`src/design/cnn_types_pkg.sv`:
```
package cnn_types_pkg;

	////////////////////////////////////////////////////////////////////////////
	// Data path widths
	////////////////////////////////////////////////////////////////////////////

	localparam int PIX_W   = 8;  // Pixels and weights
	localparam int ACC_W   = 20; // Nine-tap sums and biases
	localparam int OUT_W   = 24; // Final result after bias and shift
	localparam int SHIFT_W = 5;

	typedef logic signed [PIX_W-1:0] pixel_t;
	typedef logic signed [PIX_W-1:0] weight_t;
	typedef logic signed [ACC_W-1:0] acc_t;
	typedef logic signed [ACC_W-1:0] bias_t;
	typedef logic signed [OUT_W-1:0] out_t;

	////////////////////////////////////////////////////////////////////////////
	// Feature side
	////////////////////////////////////////////////////////////////////////////

	// One buffer line, pixel 0 in the low bits
	typedef struct packed {
		pixel_t [3:0] pix;
	} feat_row_t;

	// 4x4 window, row 0 lowest
	typedef struct packed {
		feat_row_t [3:0] row;
	} tile_t;

	////////////////////////////////////////////////////////////////////////////
	// Weight side and results
	////////////////////////////////////////////////////////////////////////////

	// Tap index is row*3 + col
	typedef struct packed {
		weight_t [8:0] tap;
	} kernel_t;

	typedef struct packed {
		kernel_t kernel;
		bias_t   bias;
	} chan_weights_t;

	// Index is out_row*2 + out_col
	typedef struct packed {
		out_t [3:0] val;
	} out_quad_t;

endpackage

```
`src/design/cnn_ctrl_pkg.sv`:
```
package cnn_ctrl_pkg;

	localparam int FEAT_ADDR_W = 7; // Feature line buffer depth 128
	localparam int KER_ADDR_W  = 5; // 32 kernel sets per channel

	typedef enum logic {
		OP_CONV      = 1'b0,
		OP_CONV_POOL = 1'b1
	} opcode_e;

	// One entry of the instruction FIFO
	typedef struct packed {
		opcode_e                           opcode;
		logic [FEAT_ADDR_W-1:0]            feat_addr; // First of four rows
		logic [KER_ADDR_W-1:0]             ker_addr;
		logic [cnn_types_pkg::SHIFT_W-1:0] shift;
	} conv_inst_t;

	// Buffer write strobes from outside
	typedef struct packed {
		logic                     en;
		logic [FEAT_ADDR_W-1:0]   addr;
		cnn_types_pkg::feat_row_t row;
	} feat_wr_t;

	typedef struct packed {
		logic                         en;
		logic [7:0]                   chan; // Output channel select
		logic [KER_ADDR_W-1:0]        addr;
		cnn_types_pkg::chan_weights_t data;
	} ker_wr_t;

	// What the PE needs from the instruction
	typedef struct packed {
		opcode_e                           opcode;
		logic [cnn_types_pkg::SHIFT_W-1:0] shift;
	} conv_op_t;

endpackage

```
`src/design/inst_decoder.sv`:
```
`timescale 1ns/1ps

module inst_decoder (
	input  logic                     clk,
	input  logic                     rst_n,
	input  cnn_ctrl_pkg::conv_inst_t instruct,
	input  logic                     inst_empty,
	input  logic                     busy,
	output logic                     inst_req,
	output logic                     start,
	output cnn_ctrl_pkg::conv_inst_t cur_inst
);

	typedef enum logic {
		S_IDLE,
		S_ISSUE
	} state_e;

	state_e state;

	// Show-ahead FIFO, head entry is taken in the same cycle as the request
	assign inst_req = (state == S_IDLE) && !inst_empty && !busy;

	// One cycle after the pop
	assign start = (state == S_ISSUE);

	always_ff @(posedge clk) begin
		if (!rst_n) begin
			state <= S_IDLE;
		end else begin
			case (state)
				S_IDLE: begin
					if (inst_req)
						state <= S_ISSUE;
				end
				S_ISSUE: begin
					state <= S_IDLE; // Tile fetch raises busy next cycle
				end
				default: begin
					state <= S_IDLE;
				end
			endcase
		end
	end

	// Instruction stays on cur_inst until the next pop
	always_ff @(posedge clk) begin
		if (inst_req)
			cur_inst <= instruct;
	end

endmodule

```
`config.mk`:
```
export PLATFORM = sky130hd
export DESIGN_NAME = inst_decoder
export DESIGN_NICKNAME = d
export VERILOG_FILES = /design/src/design/cnn_types_pkg.sv /design/src/design/cnn_ctrl_pkg.sv /design/src/design/inst_decoder.sv
export SDC_FILE = /design/constraint.sdc
export NUM_CORES = 1
export LEC_CHECK = 0
export BUFFER_PORTS_ARGS = -buffer_cell sky130_fd_sc_hd__buf_2
export CAP_MARGIN = 20
export CELL_PAD_IN_SITES_DETAIL_PLACEMENT = 0
export CELL_PAD_IN_SITES_GLOBAL_PLACEMENT = 1
export CORE_MARGIN = 2
export CORE_UTILIZATION = 28
export CTS_BUF_LIST = sky130_fd_sc_hd__clkbuf_4 sky130_fd_sc_hd__clkbuf_8
export DETAILED_ROUTE_END_ITERATION = 10
export PLACE_DENSITY_LB_ADDON = 0.08
export SYNTH_ARGS = -nofsm -noshare
export SYNTH_HDL_FRONTEND = slang
export SYNTH_SLANG_ARGS = --single-unit
```
`constraint.sdc`:
```
create_clock -name clk -period 2.1 [get_ports clk]
set_input_delay 0.42 -clock clk [delete_from_list [all_inputs] [get_ports clk]]
set_output_delay 0.42 -clock clk [all_outputs]
set_load 0.005 [all_outputs]
```
Word level (Yosys, flattened, before mapping)
Index checks and enable logic that the tools add are counted.

operators by class
  mux-type cells = 2
  bitwise logic cells = 1
  reduce and logical (&&, ||, !) cells = 4

operators with widths
  cell                                number
  logical AND 1 bit                   2
  logical NOT 1 bit                   2
  one-hot mux 1 bit (2 select lines)  1
  two-way mux 1 bit                   1
  NOT 1 bit                           1

word-level totals
  register bits after elaboration = 19
  word-level logic and storage cells = 12

Depth between registers and ports, before layout
Gate-level depths: netlist (run 1).

  depth after elaboration = 5
  mapped depth = 1

Worst setup path after synthesis (run 1)
Ideal clock, no wire load.

  kind = input-to-reg
  from = input inst_empty
  to = register cur_inst[0] (netlist bit) (enable)
  setup time = 0.420 ns
  arrival time = 1.819 ns
  slack = -0.139 ns
  stages on the path = 1
  path buffers = 0
  cell sequence = nor3_1

between the ends
  longest elaborated chain between the ends = 3

ends and longest elaborated chain
  item                            line                RTL
  start, declared                 inst_decoder.sv:7   input logic inst_empty,
  logical NOT 1 bit               inst_decoder.sv:22  assign inst_req = (state == S_IDLE) && !inst_empty && !busy;
  logical AND 1 bit (2 in a row)  inst_decoder.sv:22
  end signal, assigned            inst_decoder.sv:49  cur_inst <= instruct;
  end, declared                   inst_decoder.sv:11  output cnn_ctrl_pkg::conv_inst_t cur_inst

Every way passes these cells.
A chain may end at the register's enable or synchronous reset.

Final worst setup path (run 1)
  from = register state (netlist: start)
  to = output inst_req

between the ends
  longest elaborated chain between the ends = 3

ends and longest elaborated chain
  item                            line                RTL
  start, declared                 inst_decoder.sv:19  state_e state;
  start signal, assigned          inst_decoder.sv:29  state <= S_IDLE;
  start signal, assigned          inst_decoder.sv:34  state <= S_ISSUE;
  start signal, assigned          inst_decoder.sv:37  state <= S_IDLE;
  NOT 1 bit                       -
  logical AND 1 bit (2 in a row)  inst_decoder.sv:22
  end, declared                   inst_decoder.sv:9   output logic inst_req,

Every way passes these cells.

==> qor.yml, run 1 <==
logic_synthesis:
  yosysUniqueCellTypes: 4
  synthesis.area_per_instance_um2: 27.65
  yosys_warnings: 0
  synthesis.area_um2: 580.6
  syn_inst: 21
  yosysTopAreaCell: "edfxtp_1"
  synthDominantCellAreaShare_pct: 93.10
  synth_seq_area_share_pct: 96.55
  synthesis.nets: 43
  synth_seq_cells: 19
  area_contributors_post_synth: "edfxtp_1 (93%), dfxtp_1 (3.4%), nor4b_2 (2.6%), nor3_1 (0.86%)"
worst_setup_path:
  critical_path_class: "register to primary output"
  setup.worst_path.end_class: "primary output"
  timing.critical_path.arrival_ps: 970
  timing.critical_path.fanout_max: 3
  required_ps: 1680
  start_kind: "register"
global_routing:
  grt_antenna_before_repair: 0
  grt_overflow_total: 0
  first_pass_grt_wire_length_um: 1359
  grt_pass1_vias: 340
  global_route.usage.total_pct: 7.602
  pin_count_of_the_biggest_net_entering_global_routing: 19
timing:
  worst_slew_pin_slew_ps: 216.4
  fin_setup_tns_ps: 0
  report.final.hold_viol_count: 0
  max_slew_margin_vs_limit_pct: 85.57
  finalMaxSlewViolations: 0
  setup_viol_count_final: 0
  fin_ws_ps: 713.5
  final_period_minus_worst_setup_slack_ps: 1387
  clk_skew_ps: 1.919
  rsz0062_at_grt: "false"
  post-route-period-util_pct: 66.03
  fmax_ghz: 0.7212
route:
  drt-initial-drc-count: 3
  routedWlPerCell_um: 9.809
  finalWirelength_um: 922
  firstDrtPassIters: 2
  drc: 0
  detailroute.via_count: 368
  number_of_nets_still_failing_antenna_checks_after_routing: 0
  routed_via_density: 3.915
layout:
  final_core_util_pct: 43.81
  most-common-layout-cells: "buf_2 (41), edfxtp_1 (18), clkbuf_4 (3)"
  final_layout_size_suffix_gt1_share_pct: 71.64
  final_nets: 90
  final_common_cell: "buf_2"
  fillers: 208
  post_route_cell_area_um2: 859.6
  num_antenna_cells: 0
  area_growth_pct: 48.06
pwr:
  power_density_nw_per_um2: 760.4
  power.leakage_nw: 0.3683
  power.total_w: 0.0006536
  vdd_ir_drop_max_v: 0.0003918
clocking:
  postCtsSetupBuffers: 0
  cts.sink_count: 19
  cts_root_buf: "clkbuf_4"
  clock_latency_ps: 280
  clk_transition_reported_paths_ps: 100
  cts_resized: 0
  tritoncts: "yes"
  h-tree-depth: 1
  maximum_root_to_sink_buffer_count: 2
  ctsHoldBuffers: 0
  tritoncts.num_buffers: 3
placement:
  preCtsSetupSlack_ps: 773.8
  input_output_buffers: 41
  dp_hpwl_um: 717.4
  global_placement_routability_congestion: 0.6546
  place_area_um2: 832.0
floorplanning:
  pin_count: 42
  core_outline_area_um2: 1962
  floorplan.die_area_um2: 2454
  rows: 16
  die_h_um: 49.54
  floorplan.initialDensity_pct: 29.59
  fp.dieW_um: 49.54
worst_hold_path:
  classification_of_the_worst_slack_hold_path: "input port to register"
run_status:
  status: "complete, no violations"
run:
  max-cap-violations: 0
==> cell families after synthesis <==
| group | count (synthesis) | share of synthesized area (%) |
|---|---|---|
| DFF | 19 | 96.55 |
| and+or+nand+nor | 2 | 3.447 |
==> Yosys cell counts (all sizes together) <==
master / n
dfxtp: 1
nor4b: 1
edfxtp: 18
nor3: 1
==> final cells by class <==
| type | instances | area [um^2] | area share, % |
|---|---|---|---|
| timing repair buffer | 42 | 212.7 | 24.75 |
| multi-input combinational | 2 | 25.02 | 2.911 |
| clock inverter | 1 | 5.005 | 0.5822 |
| tap | 27 | 33.78 | 3.930 |
| clock buffer | 3 | 22.52 | 2.620 |
| sequential | 19 | 560.5 | 65.21 |
==> flip-flops by register name, summed over array words and instances (netlist names) <==
name      flops
cur_inst     18
start         1
==> critical path, stage by stage, from the launching register on <==
cell and delay (ps):
dfxtp_1 350, nor3_2 200, buf_2 140
==> per-stage QoR <==
stage	cells	hold slack [ps]
after detailed placement	90	469.0
final	94	303.4
after global placement	90	467.9
after CTS	94	289.3
after floorplan	21	474.2
after global routing	94	270.0
==> final timing paths <==
check	startpoint	endpoint	slack (ps)	cells after the start
hold / removal	instruct[11]	cur_inst[11]	300	1
setup / recovery	start	inst_req	710	2
hold reg to reg	start	start	480	1
setup reg to reg	start	cur_inst[6]	980	2
==> where the power goes <==
part / internal (W) / total [W] / leakage [nW] / switching (W)
clock: 0.0000706 / 0.000171 / 0.0177 / 0.000100
combinational: 0.0000261 / 0.0000463 / 0.174 / 0.0000202
sequential: 0.000433 / 0.000436 / 0.176 / 0.00000345
==> routing by layer <==
metal | up-vias | track usage, % | wire (um)
met5 | - | 0 | 0
met4 | 0 | 5.556 | 0
met3 | 0 | 3.333 | 107
met2 | 24 | 11.11 | 457
met1 | 167 | 8.782 | 357
li1 | 177 | - | -
(Power assumes the default switching activity.)
==> run 2: changes to the inputs <==
- ABC_AREA: default -> 1
- clock period: 2.1 -> 1.25 ns (I/O delays scaled with it)
==> run 2 against run 1 <==
Synthesized cell count increased by 19%. Final cell count increased by 6.4%. Synthesized area increased by 0.86%. Worst setup slack got worse by 640 ps. Hold slack got worse by 160 ps. Total power increased by 72%. Sequential share of layout area decreased by 2.1 points. Sequential cell count unchanged. Die area increased by 0.79%. First-iteration DRC count decreased by 33%. Largest cell class unchanged.
==> qor.yml, run 2 <==
run_status:
  status: "complete, no violations"  # unchanged
route:
  number_of_nets_still_failing_antenna_checks_after_routing: 0  # unchanged
  detailroute.via_count: 369  # was 368
  routedWlPerCell_um: 9.280  # was 9.809 um
  routed_via_density: 3.690  # was 3.915
  finalWirelength_um: 928  # was 922 um
  firstDrtPassIters: 2  # unchanged
  drt-initial-drc-count: 2  # was 3
  drc: 0  # unchanged
timing:
  setup_viol_count_final: 0  # unchanged
  rsz0062_at_grt: "true"  # was false
  worst_slew_pin_slew_ps: 137.9  # was 216.4 ps
  clk_skew_ps: 0.6276  # was 1.919 ps
  final_period_minus_worst_setup_slack_ps: 1173
  fin_ws_ps: 76.59  # was 713.5 ps
  post-route-period-util_pct: 93.87
  report.final.hold_viol_count: 0  # unchanged
  fmax_ghz: 0.8522
  max_slew_margin_vs_limit_pct: 90.80  # was 85.57%
  hold_ws_ps: 139.7  # was 303.4 ps
  finalMaxSlewViolations: 0  # unchanged
clocking:
  maximum_root_to_sink_buffer_count: 2  # unchanged
  tritoncts.num_buffers: 3  # unchanged
  clk_transition_reported_paths_ps: 90  # was 100 ps
  cts.sink_count: 19  # unchanged
  h-tree-depth: 1  # unchanged
  ctsHoldBuffers: 0  # unchanged
  cts_root_buf: "clkbuf_4"  # unchanged
  tritoncts: "yes"  # unchanged
  clock_latency_ps: 280  # about the same
floorplanning:
  floorplan.die_area_um2: 2473  # was 2454 um^2
  floorplan.initialDensity_pct: 29.85  # was 29.59%
  rows: 16  # unchanged
  fp.dieW_um: 49.73  # was 49.54 um
  pin_count: 42  # unchanged
  core_outline_area_um2: 1962  # unchanged
  die_h_um: 49.73  # was 49.54 um
pwr:
  power.leakage_nw: 0.3985  # was 0.3683 nW
  power_density_nw_per_um2: 1266  # was 760.4 nW/um^2
  vdd_ir_drop_max_v: 0.0006403  # was 0.0003918 V
placement:
  place_area_um2: 839.6  # was 832.0 um^2
  input_output_buffers: 41  # unchanged
  preCtsSetupSlack_ps: 164.9  # was 773.8 ps
  dp_hpwl_um: 760.6  # was 717.4 um
  global_placement_routability_congestion: 0.6615  # was 0.6546
logic_synthesis:
  syn_inst: 25  # was 21
  yosysUniqueCellTypes: 6  # was 4
  synth_seq_cells: 19  # unchanged
  yosys_warnings: 0  # unchanged
  synth_seq_area_share_pct: 95.73  # was 96.55%
  synthesis.area_per_instance_um2: 23.42  # was 27.65 um^2
  synthDominantCellAreaShare_pct: 92.31  # was 93.10%
  synthesis.nets: 47  # was 43
  area_contributors_post_synth: "edfxtp_1 (92%), dfxtp_1 (3.4%), inv_1 (1.9%), nor2_2 (1.1%), nand2_1 (0.64%)"  # was edfxtp_1 (93%), dfxtp_1 (3.4%), nor4b_2 (2.6%), nor3_1 (0.86%)
  synth-edff-count: 18  # unchanged
  netlist_top_cells_count: "edfxtp_1 (18), inv_1 (3)"  # was edfxtp_1 (18), dfxtp_1 (1), nor3_1 (1), nor4b_2 (1)
  yosysTopAreaCell: "edfxtp_1"  # unchanged
  synth-async-reset-ratio_pct: 0  # unchanged
  synth_top_flop_cell: "edfxtp_1"  # unchanged
  synth.most_common_cell: "edfxtp_1"  # unchanged
  synthesis.area_um2: 585.6  # was 580.6 um^2
layout:
  final_nets: 96  # was 90
  fillers: 197  # was 208
  regMostFlops: "cur_inst"  # unchanged
  final_core_util_pct: 45.34  # was 43.81%
  area_growth_pct: 51.92  # was 48.06%
  final_layout_size_suffix_gt1_share_pct: 72.60  # was 71.64%
  largest_reg_flops: 18  # unchanged
  num_antenna_cells: 0  # unchanged
  most-common-layout-cells: "buf_2 (40), edfxtp_1 (18), clkbuf_4 (4)"  # was buf_2 (41), edfxtp_1 (18), clkbuf_4 (3)
  post_route_cell_area_um2: 889.6  # was 859.6 um^2
  final_common_cell: "buf_2"  # unchanged
worst_setup_path:
  setup.worst_path.start: "start"  # unchanged
  critical_path_class: "register to primary output"  # unchanged
  rr_startpoint: "start"  # unchanged
  setup.worst_path.end_class: "primary output"  # unchanged
  critical-path-max-stage-delay_ps: 330  # was 350 ps
  start_kind: "register"  # unchanged
  timing.critical_path.fanout_max: 3  # unchanged
  crit-reg2reg-capture: "cur_inst[0]"  # was cur_inst[6]
  timing.critical_path.arrival_ps: 920  # was 970 ps
  flop_to_flop_setup_slack_ps: 140  # was 980 ps
  required_ps: 1000  # was 1680 ps
  r2r_cells: 5  # was 2
  slowest_stage: "dfxtp_2"  # was dfxtp_1
  crit_path_cell_trace: "nor2_2 > nand2_2 > inv_2 > buf_6"  # was nor3_2 > buf_2
worst_hold_path:
  worst_hold_path.endpoint: "cur_inst[4]"  # was cur_inst[11]
  hold_path_depth: 1  # unchanged
  min-delay-start: "instruct[4]"  # was instruct[11]
  classification_of_the_worst_slack_hold_path: "input port to register"  # unchanged
global_routing:
  first_pass_grt_wire_length_um: 1331  # was 1359 um
  global_route.usage.total_pct: 7.528  # was 7.602%
  pin_count_of_the_biggest_net_entering_global_routing: 11  # was 19
  grt_overflow_total: 0  # unchanged
  grt_antenna_before_repair: 0  # unchanged
  grt_pass1_vias: 311  # was 340
run:
  max-cap-violations: 0  # unchanged
## run 2: cell types whose count changed in the layout (fill, tap and decap cells not counted), sizes merged
cell,delta
nor2,+2
buf,+2
clkbuf,+1
inv,+3
nor4b,-1
nand2,+1
nor3,-1
clkinv,-1
## run 2: metal layers
metal / wire length (um) / global-route usage [%]
met1: 337 / 8.151
met2: 517 / 12.44
met3: 73 / 3.030
met4: 0 / 4.167
met5: 0 / 0
## run 2: layout make-up
cell class	instances	area [um^2]	area share, %
inverter	3	11.26	1.266
clock buffer	4	30.03	3.376
tap	27	33.78	3.797
sequential	19	561.8	63.15
timing repair buffer	44	234.0	26.30
multi-input combinational	3	18.77	2.110
## run 2: critical path: cells and delay by family, from the launching register on
kind,cells,cell delay (ps)
DFF,1,330
buffers and inverters,2,160
and+or+nand+nor,2,150
## run 2: cell families after synthesis
family / after synthesis / synth area share (%)
buf+inv: 3 / 1.923
flops: 19 / 95.73
simple gates: 3 / 2.350
## run 2: stage by stage
step	std cells	TNS, ps	total power [W]
after global routing	100	-12.22	0.001178
after CTS	99	0	0.001131
final	100	0	0.001126
after floorplan	25	0	0.0007665
after global placement	95	0	0.0008288
after detailed placement	95	0	0.0008302
## run 2: report_power, final
| group | leakage [nW] | switching, W | total, W | internal, W |
|---|---|---|---|---|
| Clock | 0.0184 | 0.000160 | 0.000305 | 0.000145 |
| Sequential | 0.177 | 0.00000509 | 0.000732 | 0.000727 |
| Combinational | 0.203 | 0.0000381 | 0.0000887 | 0.0000506 |
| Total | 0.398 | 0.000203 | 0.00113 | 0.000923 |
## run 2: how the worst max path moves through the flow
stage                   to  cells past startpoint  slack (ps)
6_report          inst_req                      4          80
2_1_floorplan  cur_inst[0]                      3           7
4_1_cts           inst_req                      4          10
5_1_grt           inst_req                      4         -10
3_3_place_gp   cur_inst[7]                      5         170
3_5_place_dp   cur_inst[0]                      5         160
## run 2: timing repair
item,CTS,global route
resized for setup,0,5
setup buffers,0,1
setup endpoints to repair,0,1
==> run 3: changes to the inputs <==
- CORE_UTILIZATION: 28 -> 31
- clock period: 1.25 -> 1.1 ns (I/O delays scaled with it)
==> run 3 against run 2 <==
The flow now finishes with violations (setup timing). Die area shrank 8.9%. Sequential share of layout area shrank 3.0 points. Clock power grew 16%. Register-to-register slack lost 160 ps. Global-route usage grew 1.4 points. Worst setup slack lost 160 ps. Sequential power grew 14%. Wire length grew 11%. Sequential cell count is the same. Total power grew 16%. Critical path type unchanged. Largest cell class unchanged. Largest power group unchanged.
==> qor.yml, run 3 (synthesis results as in run 2) <==
run_status:
  status: "finished, violations left"  # was complete, no violations
  failed_checks: "setup timing"
clocking:
  tritoncts: "yes"  # unchanged
  h-tree-depth: 1  # unchanged
  tritoncts.num_buffers: 3  # unchanged
  clk_transition_reported_paths_ps: 100  # was 90 ps
  clock_latency_ps: 280  # about the same
  maximum_root_to_sink_buffer_count: 2  # unchanged
  cts_root_buf: "clkbuf_4"  # unchanged
  cts.sink_count: 19  # unchanged
  ctsHoldBuffers: 0  # unchanged
worst_hold_path:
  classification_of_the_worst_slack_hold_path: "input port to register"  # unchanged
route:
  routed_via_density: 3.980  # was 3.690
  drt-initial-drc-count: 1  # was 2
  firstDrtPassIters: 2  # unchanged
  number_of_nets_still_failing_antenna_checks_after_routing: 0  # unchanged
  met3RoutedLength_um: 132  # was 73 um
  drc: 0  # unchanged
  routedWlPerCell_um: 10.29  # was 9.280 um
  met2WireLength_um: 543  # was 517 um
  maxUsedRoutingLayer: "met3"  # unchanged
  finalWirelength_um: 1029  # was 928 um
  wirelength_met1_um: 352  # was 337 um
  detailroute.via_count: 398  # was 369
layout:
  most-common-layout-cells: "buf_2 (41), edfxtp_1 (18), clkbuf_4 (4)"  # was buf_2 (40), edfxtp_1 (18), clkbuf_4 (4)
  num_antenna_cells: 0  # unchanged
  final_nets: 98  # was 96
  final_common_cell: "buf_2"  # unchanged
  area_growth_pct: 59.62  # was 51.92%
  post_route_cell_area_um2: 934.6  # was 889.6 um^2
  regMostFlops: "cur_inst"  # unchanged
  largest_reg_flops: 18  # unchanged
  final_core_util_pct: 53.55  # was 45.34%
  final_layout_size_suffix_gt1_share_pct: 73.33  # was 72.60%
floorplanning:
  pin_count: 42  # unchanged
  floorplan.die_area_um2: 2252  # was 2473 um^2
  die_h_um: 47.46  # was 49.73 um
  fp.dieW_um: 47.46  # was 49.73 um
  floorplan.initialDensity_pct: 33.55  # was 29.85%
  core_outline_area_um2: 1745  # was 1962 um^2
  rows: 15  # was 16
timing:
  setup_viol_count_final: 8  # was 0
  worst_slew_pin_slew_ps: 96.14  # was 137.9 ps
  max_slew_margin_vs_limit_pct: 93.59  # was 90.80%
  fmax_ghz: 0.8426
  final_period_minus_worst_setup_slack_ps: 1187
  finalMaxSlewViolations: 0  # unchanged
  report.final.hold_viol_count: 0  # unchanged
  fin_ws_ps: -86.85  # was 76.59 ps
  rsz0062_at_grt: "true"  # unchanged
  clk_skew_ps: 2.377  # was 0.6276 ps
  hold_ws_ps: 104.1  # was 139.7 ps
  post-route-period-util_pct: 107.9
pwr:
  power_density_nw_per_um2: 1398  # was 1266 nW/um^2
  power.total_w: 0.001307  # was 0.001126 W
  vdd_ir_drop_max_v: 0.0007281  # was 0.0006403 V
  power.leakage_nw: 0.4116  # was 0.3985 nW
global_routing:
  grt_pass1_vias: 344  # was 311
  global_route.usage.total_pct: 8.968  # was 7.528%
  grt_antenna_before_repair: 0  # unchanged
  grt_overflow_total: 0  # unchanged
  first_pass_grt_wire_length_um: 1324  # was 1331 um
  pin_count_of_the_biggest_net_entering_global_routing: 16  # was 11
worst_setup_path:
  timing.critical_path.arrival_ps: 970  # was 920 ps
  start_kind: "register"  # unchanged
  flop_to_flop_setup_slack_ps: -20  # was 140 ps
  required_ps: 880  # was 1000 ps
  setup.worst_path.end_class: "primary output"  # unchanged
  critical_path_class: "register to primary output"  # unchanged
  timing.critical_path.fanout_max: 2  # was 3
run:
  max-cap-violations: 0  # unchanged
placement:
  place_area_um2: 854.6  # was 839.6 um^2
  dp_hpwl_um: 774.6  # was 760.6 um
  input_output_buffers: 41  # unchanged
  global_placement_routability_congestion: 0.6837  # was 0.6615
[run 3: per-stage QoR]
stage	worst slack [ps]	std cells	TNS (ps)
2_1_floorplan	-8.490	25	-152.8
3_3_place_gp	26.54	93	0
3_5_place_dp	21.09	93	0
4_1_cts	-117.8	99	-410.6
5_1_grt	-143.7	100	-933.7
6_report	-86.85	100	-242.5
[run 3: worst paths after layout]
kind                start      endpoint  cells after the start
max                 start      inst_req                      4
min          instruct[12]  cur_inst[12]                      1
max reg2reg         start   cur_inst[5]                      5
min reg2reg         start         start                      4
[run 3: layout make-up]
type / count / area, um^2
clock buffers: 4 / 30.03
multi-input cells: 3 / 23.77
repair buffers: 46 / 272.8
fillers: 155 / 810.8
well taps: 25 / 31.28
inverters: 3 / 15.01
flip-flops and latches: 19 / 561.8
[run 3: worst max-delay path: stages (launching register included)]
cell        delay (ps)
dfxtp_2            360
nor2_4              40
nand2_2             80
clkinvlp_4          80
buf_2              120
[run 3: what timing repair did]
| item | 4_1_cts | 5_1_grt |
|---|---|---|
| resized for setup | 0 | 3 |
| setup buffers | 2 | 0 |
| pin swaps | 1 | 1 |
| gates cloned | 0 | 1 |
| setup endpoints to repair | 1 | 19 |
[run 3: routing by layer]
metal	up-vias	track usage (%)
met4	0	5.000
li1	191	-
met3	0	4.906
met2	25	14.59
met1	182	9.136
met5	-	0
[run 3: report_power, final]
group          switching, W  internal (W)  total (W)  leakage [nW]
Combinational     0.0000479     0.0000725   0.000120         0.216
Sequential       0.00000698      0.000827   0.000834         0.177
Clock              0.000188      0.000165   0.000353        0.0184
Total              0.000242       0.00106    0.00131         0.412
